--- src/design/rv_settings.svh ---
`ifndef RV_SETTINGS_SVH
`define RV_SETTINGS_SVH

// datapath and cache address widths
`define RV_XLEN      32
`define RV_ADDR_W    30
`define RV_REG_W     5
`define RV_NREGS     32

// start address after reset
`define RV_RESET_PC  32'h0000_0000

// addi x0, x0, 0
`define RV_NOP       32'h0000_0013

// instruction field positions
`define RV_OPC_LSB   0
`define RV_OPC_W     7
`define RV_RD_LSB    7
`define RV_F3_LSB    12
`define RV_RS1_LSB   15
`define RV_RS2_LSB   20
`define RV_F7_ALT    30

`endif

--- src/design/rv_pkg.sv ---
`default_nettype none

`include "rv_settings.svh"

package rv_pkg;

    typedef logic [`RV_XLEN-1:0]   word_t;
    typedef logic [`RV_ADDR_W-1:0] addr_t;
    typedef logic [`RV_REG_W-1:0]  reg_idx_t;

    // major opcodes of the supported subset
    typedef enum logic [`RV_OPC_W-1:0] {
        opc_op     = 7'b0110011,
        opc_op_imm = 7'b0010011,
        opc_branch = 7'b1100011,
        opc_jal    = 7'b1101111,
        opc_jalr   = 7'b1100111,
        opc_load   = 7'b0000011,
        opc_store  = 7'b0100011
    } opcode_t;

    // funct3 encoding, sub borrows the spare 011 slot
    typedef enum logic [2:0] {
        alu_add = 3'b000,
        alu_sll = 3'b001,
        alu_slt = 3'b010,
        alu_sub = 3'b011,
        alu_xor = 3'b100,
        alu_sr  = 3'b101,
        alu_or  = 3'b110,
        alu_and = 3'b111
    } alu_op_t;

    typedef enum logic [1:0] {hz_run, hz_load_bubble, hz_flush} hazard_state_t;

    // both cache buses carry byte 0 in the top byte
    function automatic word_t byte_swap(input word_t w);
        return {w[7:0], w[15:8], w[23:16], w[31:24]};
    endfunction

endpackage

`default_nettype wire

--- src/design/rv_fetch.sv ---
`timescale 1ns/1ns
`default_nettype none

`include "rv_settings.svh"

module rv_fetch (
    input  logic          clk,
    input  logic          reset_r,
    input  logic          hold,
    input  logic          bubble,
    input  logic          flush,
    input  logic          redirect,
    input  rv_pkg::word_t redirect_pc,
    input  rv_pkg::word_t icache_rdata,
    output logic          icache_ren,
    output rv_pkg::addr_t icache_addr,
    output rv_pkg::word_t pc,
    output rv_pkg::word_t if_instr,
    output rv_pkg::word_t if_pc
);
    import rv_pkg::*;

    // low for the first cycle out of reset
    logic fetch_on;

    assign icache_ren  = fetch_on;
    assign icache_addr = pc[`RV_XLEN-1:2];

    always_ff @(posedge clk) begin
        if (reset_r) begin
            fetch_on <= 1'b0;
            pc       <= `RV_RESET_PC;
            if_instr <= `RV_NOP;
        end else begin
            fetch_on <= 1'b1;
            if (!hold) begin
                // taken branch or jump resolved in execute
                if (redirect) begin
                    pc <= redirect_pc;
                end else if (fetch_on && !bubble) begin
                    pc <= pc + 32'd4;
                end
                if (flush || !fetch_on) begin
                    if_instr <= `RV_NOP;
                end else if (!bubble) begin
                    if_instr <= byte_swap(icache_rdata);
                end
            end
        end
    end

    // pc of the word sitting in IF/ID
    always_ff @(posedge clk) begin
        if (!hold && !bubble) begin
            if_pc <= pc;
        end
    end

endmodule

`default_nettype wire

--- src/design/rv_regfile.sv ---
`timescale 1ns/1ns
`default_nettype none

`include "rv_settings.svh"

module rv_regfile (
    input  logic             clk,
    input  logic             reset_r,
    input  rv_pkg::reg_idx_t rs1,
    input  rv_pkg::reg_idx_t rs2,
    input  rv_pkg::reg_idx_t wb_rd,
    input  rv_pkg::word_t    wb_value,
    input  logic             wb_en,
    output rv_pkg::word_t    rs1_data,
    output rv_pkg::word_t    rs2_data
);
    import rv_pkg::*;

    // x0 has no storage
    word_t regs [1:`RV_NREGS-1];

    // write-through so decode sees the value retiring this cycle
    function automatic word_t read_port(input reg_idx_t idx);
        word_t value;
        if (idx == '0) begin
            value = '0;
        end else if (wb_en && wb_rd == idx) begin
            value = wb_value;
        end else begin
            value = regs[idx];
        end
        return value;
    endfunction

    always_ff @(posedge clk) begin
        if (reset_r) begin
            for (int i = 1; i < `RV_NREGS; i++) begin
                regs[i] <= '0;
            end
        end else if (wb_en && wb_rd != '0) begin
            regs[wb_rd] <= wb_value;
        end
    end

    always_comb begin
        rs1_data = read_port(rs1);
        rs2_data = read_port(rs2);
    end

endmodule

`default_nettype wire

--- src/design/rv_decode.sv ---
`timescale 1ns/1ns
`default_nettype none

`include "rv_settings.svh"

module rv_decode (
    input  logic             clk,
    input  logic             reset_r,
    input  logic             hold,
    input  logic             bubble,
    input  logic             flush,
    input  rv_pkg::word_t    if_instr,
    input  rv_pkg::word_t    if_pc,
    input  rv_pkg::word_t    rs1_data,
    input  rv_pkg::word_t    rs2_data,
    output rv_pkg::reg_idx_t rs1,
    output rv_pkg::reg_idx_t rs2,
    input  rv_pkg::reg_idx_t ex_rd,
    input  rv_pkg::word_t    ex_value,
    input  rv_pkg::reg_idx_t mem_rd,
    input  rv_pkg::word_t    mem_value,
    output logic             id_is_load,
    output rv_pkg::reg_idx_t id_rd,
    output rv_pkg::word_t    id_a,
    output rv_pkg::word_t    id_b,
    output rv_pkg::word_t    id_store_value,
    output rv_pkg::word_t    id_branch_pc,
    output rv_pkg::word_t    id_pc,
    output rv_pkg::alu_op_t  id_alu_op,
    output logic             id_sra,
    output logic             id_branch,
    output logic             id_bne,
    output logic             id_jal,
    output logic             id_jalr,
    output logic             id_load,
    output logic             id_store
);
    import rv_pkg::*;

    reg_idx_t   rd;
    logic [2:0] funct3;
    word_t      imm_i, imm_s, imm_b, imm_j;
    word_t      rs1_fwd, rs2_fwd;
    word_t      a_next, b_next;
    reg_idx_t   rd_next;
    alu_op_t    alu_next;
    logic       branch_next, jal_next, jalr_next, load_next, store_next;

    assign rd     = if_instr[`RV_RD_LSB +: `RV_REG_W];
    assign rs1    = if_instr[`RV_RS1_LSB +: `RV_REG_W];
    assign rs2    = if_instr[`RV_RS2_LSB +: `RV_REG_W];
    assign funct3 = if_instr[`RV_F3_LSB +: 3];

    assign imm_i = {{20{if_instr[31]}}, if_instr[31:20]};
    assign imm_s = {{20{if_instr[31]}}, if_instr[31:25], if_instr[11:7]};
    assign imm_b = {{19{if_instr[31]}}, if_instr[31], if_instr[7], if_instr[30:25],
                    if_instr[11:8], 1'b0};
    assign imm_j = {{11{if_instr[31]}}, if_instr[31], if_instr[19:12], if_instr[20],
                    if_instr[30:21], 1'b0};

    // youngest producer wins, older ones come through the register file
    assign rs1_fwd = (ex_rd != '0 && ex_rd == rs1) ? ex_value :
                     (mem_rd != '0 && mem_rd == rs1) ? mem_value : rs1_data;
    assign rs2_fwd = (ex_rd != '0 && ex_rd == rs2) ? ex_value :
                     (mem_rd != '0 && mem_rd == rs2) ? mem_value : rs2_data;

    // a load into x0 never needs the bubble
    assign id_is_load = id_load && (id_rd != '0);

    always_comb begin
        // defaults fit op_imm, jalr and load
        a_next      = rs1_fwd;
        b_next      = imm_i;
        rd_next     = rd;
        alu_next    = alu_add;
        branch_next = 1'b0;
        jal_next    = 1'b0;
        jalr_next   = 1'b0;
        load_next   = 1'b0;
        store_next  = 1'b0;
        case (opcode_t'(if_instr[`RV_OPC_LSB +: `RV_OPC_W]))
            opc_op: begin
                b_next   = rs2_fwd;
                alu_next = (funct3 == 3'b000 && if_instr[`RV_F7_ALT]) ? alu_sub
                                                                     : alu_op_t'(funct3);
            end
            opc_op_imm: alu_next = alu_op_t'(funct3);
            opc_branch: begin
                b_next      = rs2_fwd;
                rd_next     = '0;
                branch_next = 1'b1;
            end
            opc_jal: begin
                a_next   = if_pc;
                b_next   = imm_j;
                jal_next = 1'b1;
            end
            opc_jalr:  jalr_next = 1'b1;
            opc_load:  load_next = 1'b1;
            opc_store: begin
                b_next     = imm_s;
                rd_next    = '0;
                store_next = 1'b1;
            end
            default:   rd_next = '0;
        endcase
    end

    // ID/EX control, a nop on flush or bubble
    always_ff @(posedge clk) begin
        if (reset_r || (!hold && (flush || bubble))) begin
            id_rd     <= '0;
            id_alu_op <= alu_add;
            id_sra    <= 1'b0;
            id_branch <= 1'b0;
            id_bne    <= 1'b0;
            id_jal    <= 1'b0;
            id_jalr   <= 1'b0;
            id_load   <= 1'b0;
            id_store  <= 1'b0;
        end else if (!hold) begin
            id_rd     <= rd_next;
            id_alu_op <= alu_next;
            id_sra    <= if_instr[`RV_F7_ALT];
            id_branch <= branch_next;
            id_bne    <= funct3[0];
            id_jal    <= jal_next;
            id_jalr   <= jalr_next;
            id_load   <= load_next;
            id_store  <= store_next;
        end
    end

    // ID/EX operands
    always_ff @(posedge clk) begin
        if (!hold) begin
            id_a           <= a_next;
            id_b           <= b_next;
            id_store_value <= rs2_fwd;
            id_branch_pc   <= if_pc + imm_b;
            id_pc          <= if_pc;
        end
    end

endmodule

`default_nettype wire

--- src/design/rv_hazard_control.sv ---
`timescale 1ns/1ns
`default_nettype none

`include "rv_settings.svh"

module rv_hazard_control (
    input  logic             clk,
    input  logic             reset_r,
    input  logic             icache_stall,
    input  logic             dcache_stall,
    input  logic             id_is_load,
    input  rv_pkg::reg_idx_t id_rd,
    input  rv_pkg::reg_idx_t rs1,
    input  rv_pkg::reg_idx_t rs2,
    input  logic             redirect,
    output logic             hold,
    output logic             bubble,
    output logic             flush
);
    import rv_pkg::*;

    hazard_state_t state, state_next;
    logic          load_hit;

    // id_is_load already excludes rd == x0
    assign load_hit = id_is_load && (rs1 == id_rd || rs2 == id_rd);

    // either cache stalling freezes every stage
    assign hold   = icache_stall | dcache_stall;
    assign flush  = !hold && redirect;
    assign bubble = !hold && (state == hz_run) && load_hit;

    always_comb begin
        if (hold) begin
            state_next = state;
        end else if (flush) begin
            state_next = hz_flush;
        end else if (bubble) begin
            state_next = hz_load_bubble;
        end else begin
            state_next = hz_run;
        end
    end

    always_ff @(posedge clk) begin
        if (reset_r) begin
            state <= hz_run;
        end else begin
            state <= state_next;
        end
    end

endmodule

`default_nettype wire

--- src/design/rv_execute.sv ---
`timescale 1ns/1ns
`default_nettype none

`include "rv_settings.svh"

module rv_execute (
    input  logic             clk,
    input  logic             reset_r,
    input  logic             hold,
    input  rv_pkg::reg_idx_t id_rd,
    input  rv_pkg::word_t    id_a,
    input  rv_pkg::word_t    id_b,
    input  rv_pkg::word_t    id_store_value,
    input  rv_pkg::word_t    id_branch_pc,
    input  rv_pkg::word_t    id_pc,
    input  rv_pkg::alu_op_t  id_alu_op,
    input  logic             id_sra, id_branch, id_bne, id_jal, id_jalr, id_load, id_store,
    output logic             redirect,
    output rv_pkg::word_t    redirect_pc,
    output rv_pkg::reg_idx_t fwd_rd,
    output rv_pkg::word_t    fwd_value,
    output rv_pkg::reg_idx_t ex_rd,
    output rv_pkg::word_t    ex_value,
    output rv_pkg::word_t    ex_store_value,
    output rv_pkg::word_t    ex_pc,
    output logic             ex_load, ex_store, ex_link
);
    import rv_pkg::*;

    word_t alu_result;
    logic  taken;

    always_comb begin
        case (id_alu_op)
            alu_add: alu_result = id_a + id_b;
            alu_sub: alu_result = id_a - id_b;
            alu_and: alu_result = id_a & id_b;
            alu_or:  alu_result = id_a | id_b;
            alu_xor: alu_result = id_a ^ id_b;
            alu_slt: alu_result = {{(`RV_XLEN-1){1'b0}}, $signed(id_a) < $signed(id_b)};
            alu_sll: alu_result = id_a << id_b[4:0];
            alu_sr:  alu_result = id_sra ? word_t'($signed(id_a) >>> id_b[4:0])
                                         : id_a >> id_b[4:0];
            default: alu_result = id_a + id_b;
        endcase
    end

    // static not-taken, so any taken transfer redirects
    assign taken       = id_branch && ((id_a == id_b) != id_bne);
    assign redirect    = taken | id_jal | id_jalr;
    assign redirect_pc = taken ? id_branch_pc
                               : {alu_result[`RV_XLEN-1:1], alu_result[0] & ~id_jalr};

    // load data is not here yet, the bubble covers that case
    assign fwd_rd    = id_load ? '0 : id_rd;
    assign fwd_value = alu_result;

    always_ff @(posedge clk) begin
        if (reset_r) begin
            ex_rd    <= '0;
            ex_load  <= 1'b0;
            ex_store <= 1'b0;
            ex_link  <= 1'b0;
        end else if (!hold) begin
            ex_rd    <= id_rd;
            ex_load  <= id_load;
            ex_store <= id_store;
            ex_link  <= id_jal | id_jalr;
        end
    end

    always_ff @(posedge clk) begin
        if (!hold) begin
            ex_value       <= alu_result;
            ex_store_value <= id_store_value;
            ex_pc          <= id_pc;
        end
    end

endmodule

`default_nettype wire

--- src/design/rv_memory.sv ---
`timescale 1ns/1ns
`default_nettype none

`include "rv_settings.svh"

module rv_memory (
    input  logic             clk,
    input  logic             reset_r,
    input  logic             hold,
    input  rv_pkg::reg_idx_t ex_rd,
    input  rv_pkg::word_t    ex_value,
    input  rv_pkg::word_t    ex_store_value,
    input  rv_pkg::word_t    ex_pc,
    input  logic             ex_load, ex_store, ex_link,
    output logic             dcache_ren,
    output logic             dcache_wen,
    output rv_pkg::addr_t    dcache_addr,
    output rv_pkg::word_t    dcache_wdata,
    input  rv_pkg::word_t    dcache_rdata,
    output rv_pkg::reg_idx_t mem_rd,
    output rv_pkg::reg_idx_t wb_rd,
    output rv_pkg::word_t    mem_value,
    output rv_pkg::word_t    wb_value,
    output logic             wb_en
);
    import rv_pkg::*;

    // data cache driven straight from EX/MEM
    assign dcache_ren   = ex_load;
    assign dcache_wen   = ex_store;
    assign dcache_addr  = ex_value[`RV_XLEN-1:2];
    assign dcache_wdata = byte_swap(ex_store_value);

    // also the older forwarding source for decode
    assign mem_rd = ex_rd;

    always_comb begin
        if (ex_link) begin
            mem_value = ex_pc + 32'd4;
        end else if (ex_load) begin
            mem_value = byte_swap(dcache_rdata);
        end else begin
            mem_value = ex_value;
        end
    end

    always_ff @(posedge clk) begin
        if (reset_r) begin
            wb_rd <= '0;
            wb_en <= 1'b0;
        end else if (!hold) begin
            wb_rd <= ex_rd;
            wb_en <= (ex_rd != '0);
        end
    end

    always_ff @(posedge clk) begin
        if (!hold) begin
            wb_value <= mem_value;
        end
    end

endmodule

`default_nettype wire

--- src/design/rv_core.sv ---
`timescale 1ns/1ns
`default_nettype none

`include "rv_settings.svh"

module rv_core (
    input  logic          clk,
    input  logic          reset_r,
    output logic          icache_ren,
    output rv_pkg::addr_t icache_addr,
    input  rv_pkg::word_t icache_rdata,
    input  logic          icache_stall,
    output logic          dcache_ren,
    output logic          dcache_wen,
    output rv_pkg::addr_t dcache_addr,
    output rv_pkg::word_t dcache_wdata,
    input  rv_pkg::word_t dcache_rdata,
    input  logic          dcache_stall,
    output rv_pkg::word_t pc
);
    import rv_pkg::*;

    // hazard control
    logic     hold, bubble, flush;
    logic     redirect;
    word_t    redirect_pc;

    // IF/ID and register file
    word_t    if_instr, if_pc;
    reg_idx_t rs1, rs2;
    word_t    rs1_data, rs2_data;

    // ID/EX
    logic     id_is_load;
    reg_idx_t id_rd;
    word_t    id_a, id_b, id_store_value, id_branch_pc, id_pc;
    alu_op_t  id_alu_op;
    logic     id_sra, id_branch, id_bne, id_jal, id_jalr, id_load, id_store;

    // EX/MEM and the forwarding taps
    reg_idx_t fwd_rd, ex_rd, mem_rd;
    word_t    fwd_value, ex_value, mem_value;
    word_t    ex_store_value, ex_pc;
    logic     ex_load, ex_store, ex_link;

    // MEM/WB
    reg_idx_t wb_rd;
    word_t    wb_value;
    logic     wb_en;

    rv_fetch u_fetch (.*);

    rv_regfile u_regfile (.*);

    // execute-stage result is the youngest forwarding source
    rv_decode u_decode (
        .ex_rd    (fwd_rd),
        .ex_value (fwd_value),
        .*
    );

    rv_hazard_control u_hazard (.*);

    rv_execute u_execute (.*);

    rv_memory u_memory (.*);

endmodule

`default_nettype wire

--- config.mk ---
export PLATFORM = sky130hd
export DESIGN_NAME = rv_core
export DESIGN_NICKNAME = d
export VERILOG_FILES = /design/src/design/rv_pkg.sv /design/src/design/rv_fetch.sv /design/src/design/rv_regfile.sv /design/src/design/rv_decode.sv /design/src/design/rv_hazard_control.sv /design/src/design/rv_execute.sv /design/src/design/rv_memory.sv /design/src/design/rv_core.sv
export VERILOG_INCLUDE_DIRS = /design/src /design/src/design
export SDC_FILE = /design/constraint.sdc
export NUM_CORES = 2
export LEC_CHECK = 0
export BUFFER_PORTS_ARGS = -buffer_cell sky130_fd_sc_hd__buf_2
export CAP_MARGIN = 0
export CORE_ASPECT_RATIO = 1.5
export CORE_MARGIN = 3
export CORE_UTILIZATION = 40
export DETAILED_ROUTE_END_ITERATION = 7
export PLACE_DENSITY_LB_ADDON = 0.12
export SETUP_SLACK_MARGIN = 0.1
export SKIP_LAST_GASP = 1
export SLEW_MARGIN = 20
export SYNTH_ARGS = -nofsm -noshare
export SYNTH_HDL_FRONTEND = slang
export SYNTH_SLANG_ARGS = --single-unit
--- constraint.sdc ---
create_clock -name clk -period 10.56 [get_ports clk]
set_input_delay 1.584 -clock clk [delete_from_list [all_inputs] [get_ports clk]]
set_output_delay 1.584 -clock clk [all_outputs]
set_load 0.03 [all_outputs]
---- Word-level counts from Yosys, hierarchy flattened ----
Memory sizes are Yosys's and may differ from the RTL's. A register that Yosys moved wholly into a read port is not among the register bits.
Index checks and enable logic that the tools add are counted.
word-level totals
  flip-flop bits (word level) ............. 416
  memories kept ........................... 1
  memory bits (writable) .................. 992
  logic and storage cells ................. 156
cells by class
  mux-type cells .......................... 43
  $add $sub $neg .......................... 5
  bitwise operators ....................... 10
  reductions and logical operators ........ 39
  equal/unequal tests ..................... 25
  magnitude comparators ................... 1
  shift operators ......................... 3
memories
  memory          words  bits a word  read ports  clocked after memory_dff  write ports  line              text
  u_regfile.regs  31     32           2           2                         31           rv_regfile.sv:20  word_t regs [1:`RV_NREGS-1];
operators with widths
  operator               count
  $mux 32                18
  $pmux 32 s8            1
  $pmux 32 s3            1
  $add 32x3->32 const B  2
  $add 32x32->32         2
  $eq 5x5->1             8
  $mux 5                 7
  $and 32x32->32         1
  $eq 32x32->1           1
  $lt 32x32->1           1
  $or 32x32->32          1
  $reduce_or 32->1       1
  $shl 32x5->32          1
  $shr 32x5->32          1
  $sshr 32x5->32         1
  $sub 32x32->32         1
  $xor 32x32->32         1
  $eq 7x7->1 const B     3
  $reduce_bool 5->1      4
  $logic_and 1x1->1      17
  $eq 7x6->1 const B     2
  $mux 1                 13
  $eq 3x3->1 const B     4
  $logic_not 5->1        2
  20 further kinds       32

---- Longest topological paths before layout ----
  depth after elaboration ................. 11
  gate-level depth with buffers ........... 18
  gate-level depth less buffers ........... 14

---- Cells and area by module ----
From an unflattened synthesis, not the netlist that was laid out.
second synthesis, totals
  cell total of the unflattened synthesis .. 7055
  area total of the unflattened synthesis .. 85281.8 µm²
by module, submodules not included
  module             instances  area an instance (µm²)  cells each  sequential area each (µm²)
  rv_regfile         1          54721.2                 3741        30749.5
  rv_execute         1          13583.0                 1649        3042.9
  rv_decode          1          9411.5                  856         5074.9
  rv_fetch           1          4266.6                  441         2262.2
  rv_memory          1          3045.4                  337         1081.0
  rv_hazard_control  1          254.0                   31          40.0

---- Worst setup path after synthesis ----
OpenSTA, ideal clock, no wires.
  path type ............................... input -> register
  from .................................... input port dcache_stall
  to ...................................... register u_execute.ex_link
  setup slack ............................. -607 ps
  arrival time ............................ 10636 ps
  path buffers ............................ 3
  required time ........................... 10029 ps
  stages .................................. 6
  setup time .............................. 531 ps
  cells stage by stage .................... or2_2 clkbuf_1 clkinv_1 clkbuf_1 buf_1 a211oi_1
between the ends
  cells in the longest elaborated chain, start to end .. 1
ends and longest elaborated chain
  item                  line                     text
  start, declared       rv_core.sv:18            input logic dcache_stall,
  $or 1x1->1            rv_hazard_control.sv:29  assign hold = icache_stall | dcache_stall;
  end signal, assigned  rv_execute.sv:68         ex_link <= id_jal | id_jalr;
  end, declared         rv_execute.sv:26         output logic ex_load, ex_store, ex_link
No other way between the ends.
A chain may end at the register's enable or synchronous reset.

---- Worst setup path after layout ----
  from .................................... register u_decode.id_b[1]
  to ...................................... register u_decode.id_b[0] (data pin)
between the ends
  cells in the longest elaborated chain, start to end .. 5
  elaborated cells on any way between the ends .. 8
  classes of those cells .................. 1 x order compare; 3 x shift; 4 x mux
ends and longest elaborated chain
  item                                                  line              text
  start, declared                                       rv_decode.sv:25   output rv_pkg::word_t id_b,
  start signal, assigned                                rv_decode.sv:138  id_b <= b_next;
  branches (longest 2 deep; another with $lt 32x32->1)  --
  $pmux 32 s8 (*)                                       rv_execute.sv:34  case (id_alu_op)
  named net fwd_value[0]                                rv_core.sv:42     word_t fwd_value, ex_value, mem_value;
  $mux 32 (*)                                           rv_decode.sv:64   assign rs2_fwd = (ex_rd != '0 && ex_rd == rs2) ? ex_value :
  named net u_decode.rs2_fwd[0]                         rv_decode.sv:43   word_t rs1_fwd, rs2_fwd;
  $pmux 32 s3 (*)                                       rv_decode.sv:81   case (opcode_t'(if_instr[`RV_OPC_LSB +: `RV_OPC_W]))
  named net u_decode.b_next[0]                          rv_decode.sv:44   word_t a_next, b_next;
Mark *: on every way through the listed nets, which the timed path passes.

==> metrics.txt <==
IO Port Bufs=194; Hold Crit Class=flip-flop to flip-flop; post-CTS sizing=0; CTS tree=yes; status=complete, no violations; share of cells above drive strength 1=23.1%; Final Max Tran Viols=0; Vias=57800; share of the synthesized area in the top cell type=48.3%; Area Overhead vs Synth=11.0%; max-cap check violation count=0; Setup CP Type=flip-flop to flip-flop; CP Capture Type=flip-flop; worst slew pin tran=1.26 ns; largest cells by area after synthesis=edfxtp_1 (48%), mux4_2 (19%), and2_1 (7.5%); CTS Sinks=1449; prevailing post-synth register cell=edfxtp_1; Iter 0 DRT Violations=5999; area of the mapped netlist=83500 um2; most common library cells after synthesis=edfxtp_1 (1343), and2_1 (1001), mux4_2 (690); CTS root buf=clkbuf_16; most frequent cell after synthesis=edfxtp_1; die height=565 um; die width=379 um; Synth area leader=edfxtp_1; FP Rows=204; drt drc=0; hold buffer count at CTS=0; largest net degree at the start of global routing=122; EDFF count, synth=1343; RSZ-0062 raised after global routing=no; Comb pwr share=11.8%; first-pass GRT wire length=468 mm; Fin Setup TNS=0 ns; filler cell count in the final layout=18600; sw power=3.67 mW; Final min period=5.77 ns; slowest stage delay, CP=0.99 ns; crit-path max FO=26; PwrDens=150 nW/um2; f_max=0.173 GHz; Synth Instances=6387; Max clock buf depth=4; worst skew pair latency=0.85 ns; critical path, cell by cell=buf_4 -> inv_2 -> fa_1 -> nor2b_1 -> o221ai_1 -> a211oi_1 -> o21ai_2 -> a21oi_1 -> o21ai_0 -> nor4_1 -> o21ai_1 -> buf_4 -> o21a_1 -> a221o_1; Final period util=54.7%; Final setup viols=0; Clock Skew=0.0843 ns; Ys Warns=0; Flop pwr share=48.1%; Final Hold Viols=0; syn_area_per_cell=13.1 um2; maximum vdd drop=0.113 mV; Worst EP arrival=6.37 ns; total wire length=337 mm; DRT Pass-1 Iters=6; H-tree levels=4; CTS buffer count=157; Tot Pwr=13.9 mW; gr ovfl total=0; number of global-route vias before repair=59000; Critical Path RT=11.15 ns; Final Util=44.8%; routed len/inst=36.9 um; asr flop ratio synth=0%; initial antenna violation count=34; Via-to-Cell Ratio=6.32; Clock transition at path regs=0.06 ns; post-CTS setup repair buffer count=0; cell mode on critical path=buf_4; Die ar.=214000 um2; Design Area, Final=92700 um2; max_slew headroom=15.7%; DP Wirelength=224 mm; starting density of the core=40.4%; critical path's slowest cell=nor4_1; CP Launch Type=flip-flop; clock share of power=40.1%; Global Route Usage Sum=31.3%; core footprint=207000 um2; design internal power=10.3 mW; critical path's top delay family=compound AO/OA/AOI/OAI gates; nets@finish=6536; Final ANT Viol Nets=0; Switching Fraction=26.3%; Leakage=32.3 nW; CP Buf/Inv Count=3; dpl cell area=87300 um2; sequential area share after synthesis=50.9%; GPL Wtd Cong=1.05; Netlist cell types=110; FF+latch count, synth=1449; IO Count=195
[logic make-up (layout without fill, tap and decap cells)]
kind of cell / Yosys count / after routing / synth area share (%)
compound gates: 1058 / 1058 / 8.31
xor+xnor: 108 / 108 / 1.13
flops: 1449 / 1449 / 50.9
other cells: 1 / 58 / 0.00449
mux: 864 / 864 / 20.8
buf+inv: 789 / 813 / 4.05
simple gates: 1986 / 1986 / 12.9
fa+ha+maj: 132 / 132 / 2.01
[sequential cells by signal, indices dropped and copies added, names as in the netlist, 31 cells and up, named ones only]
signal	cells
u_decode.id_a	32
u_decode.id_b	32
u_decode.id_branch_pc	31
u_decode.id_pc	32
u_decode.id_store_value	32
u_execute.ex_pc	32
u_execute.ex_store_value	32
u_execute.ex_value	32
u_fetch.if_instr	32
u_fetch.if_pc	32
u_fetch.pc	32
u_memory.wb_value	32
u_regfile.regs	1024
[power groups by stage]
stage	registers (mW)	clock network (mW)	logic (mW)
3_3_place_gp	6.83	0	1.56
2_1_floorplan	6.74	0	0.987
4_1_cts	6.72	5.67	1.57
3_5_place_dp	6.84	0	1.56
6_report	6.70	5.59	1.64
5_1_grt	6.72	5.87	1.70
[cell type report]
| class | instances | area (um2) | share of cell area, % |
|---|---|---|---|
| clock inverter | 82 | 890 | 0.960 |
| antenna | 26 | 65.1 | 0.0702 |
| clock buffer | 183 | 4110 | 4.43 |
| sequential | 1449 | 42500 | 45.8 |
| timing repair buffer | 394 | 2730 | 2.94 |
| multi-input combinational | 4180 | 38500 | 41.5 |
| inverter | 154 | 588 | 0.634 |
| tap | 2678 | 3350 | 3.61 |
[path summary, 6_finish.rpt]
kind	startpoint	end	slack [ns]	cells after the start
worst max register to register	u_decode.id_b[1]	u_decode.id_b[0]	4.79	14
worst min-delay path	u_decode.id_pc[7]	u_execute.ex_pc[7]	0.37	0
worst min register to register	u_decode.id_pc[7]	u_execute.ex_pc[7]	0.37	0
worst max-delay path	u_decode.id_b[1]	u_decode.id_b[0]	4.79	14
[metrics by stage]
| step | setup slack [ns] | hold WS [ns] | instances |
|---|---|---|---|
| after CTS | 5.02 | 0.360 | 9100 |
| after floorplan | 0.241 | 0.400 | 6418 |
| final | 4.79 | 0.367 | 9146 |
| after global placement | 4.75 | 0.402 | 8834 |
| after detailed placement | 5.02 | 0.405 | 8835 |
| after global routing | 4.84 | 0.386 | 9135 |
[metal layers]
metal | global-route usage, % | routed length, um | vias up
li1 | - | - | 24200
met1 | 34.2 | 115000 | 30100
met2 | 54.8 | 174000 | 2635
met3 | 6.05 | 21500 | 923
met4 | 21.7 | 26700 | 6
met5 | 0 | 40 | -
[cells in the final DEF, fill, tap and decap left out, types with 23 or more instances in the layout]
master	netlist	routed
a211oi_1	62	62
a21o_1	45	45
a21oi_1	324	321
a221o_1	31	31
a221oi_1	32	32
a22oi_1	32	32
a31oi_1	24	23
and2_1	1001	999
and3_1	32	32
buf_2	82	193
buf_4	65	174
clkbuf_16	0	159
clkinv_1	3	23
clkinv_2	0	26
conb_1	1	32
dfxtp_1	106	93
diode_2	0	26
edfxtp_1	1343	1343
ha_1	129	129
inv_1	145	143
mux2i_1	152	152
mux4_2	690	690
nand2_1	290	288
nand3_1	97	94
nand4_1	24	24
nor2_1	349	311
nor2_4	0	33
nor3_1	54	53
o211ai_1	40	40
o21a_1	23	23
o21ai_0	210	173
o21ai_1	29	35
o21ai_4	0	31
o22ai_1	32	32
xnor2_1	70	70
xor2_1	38	38
Note: power is estimated with default switching activity, not from simulation.
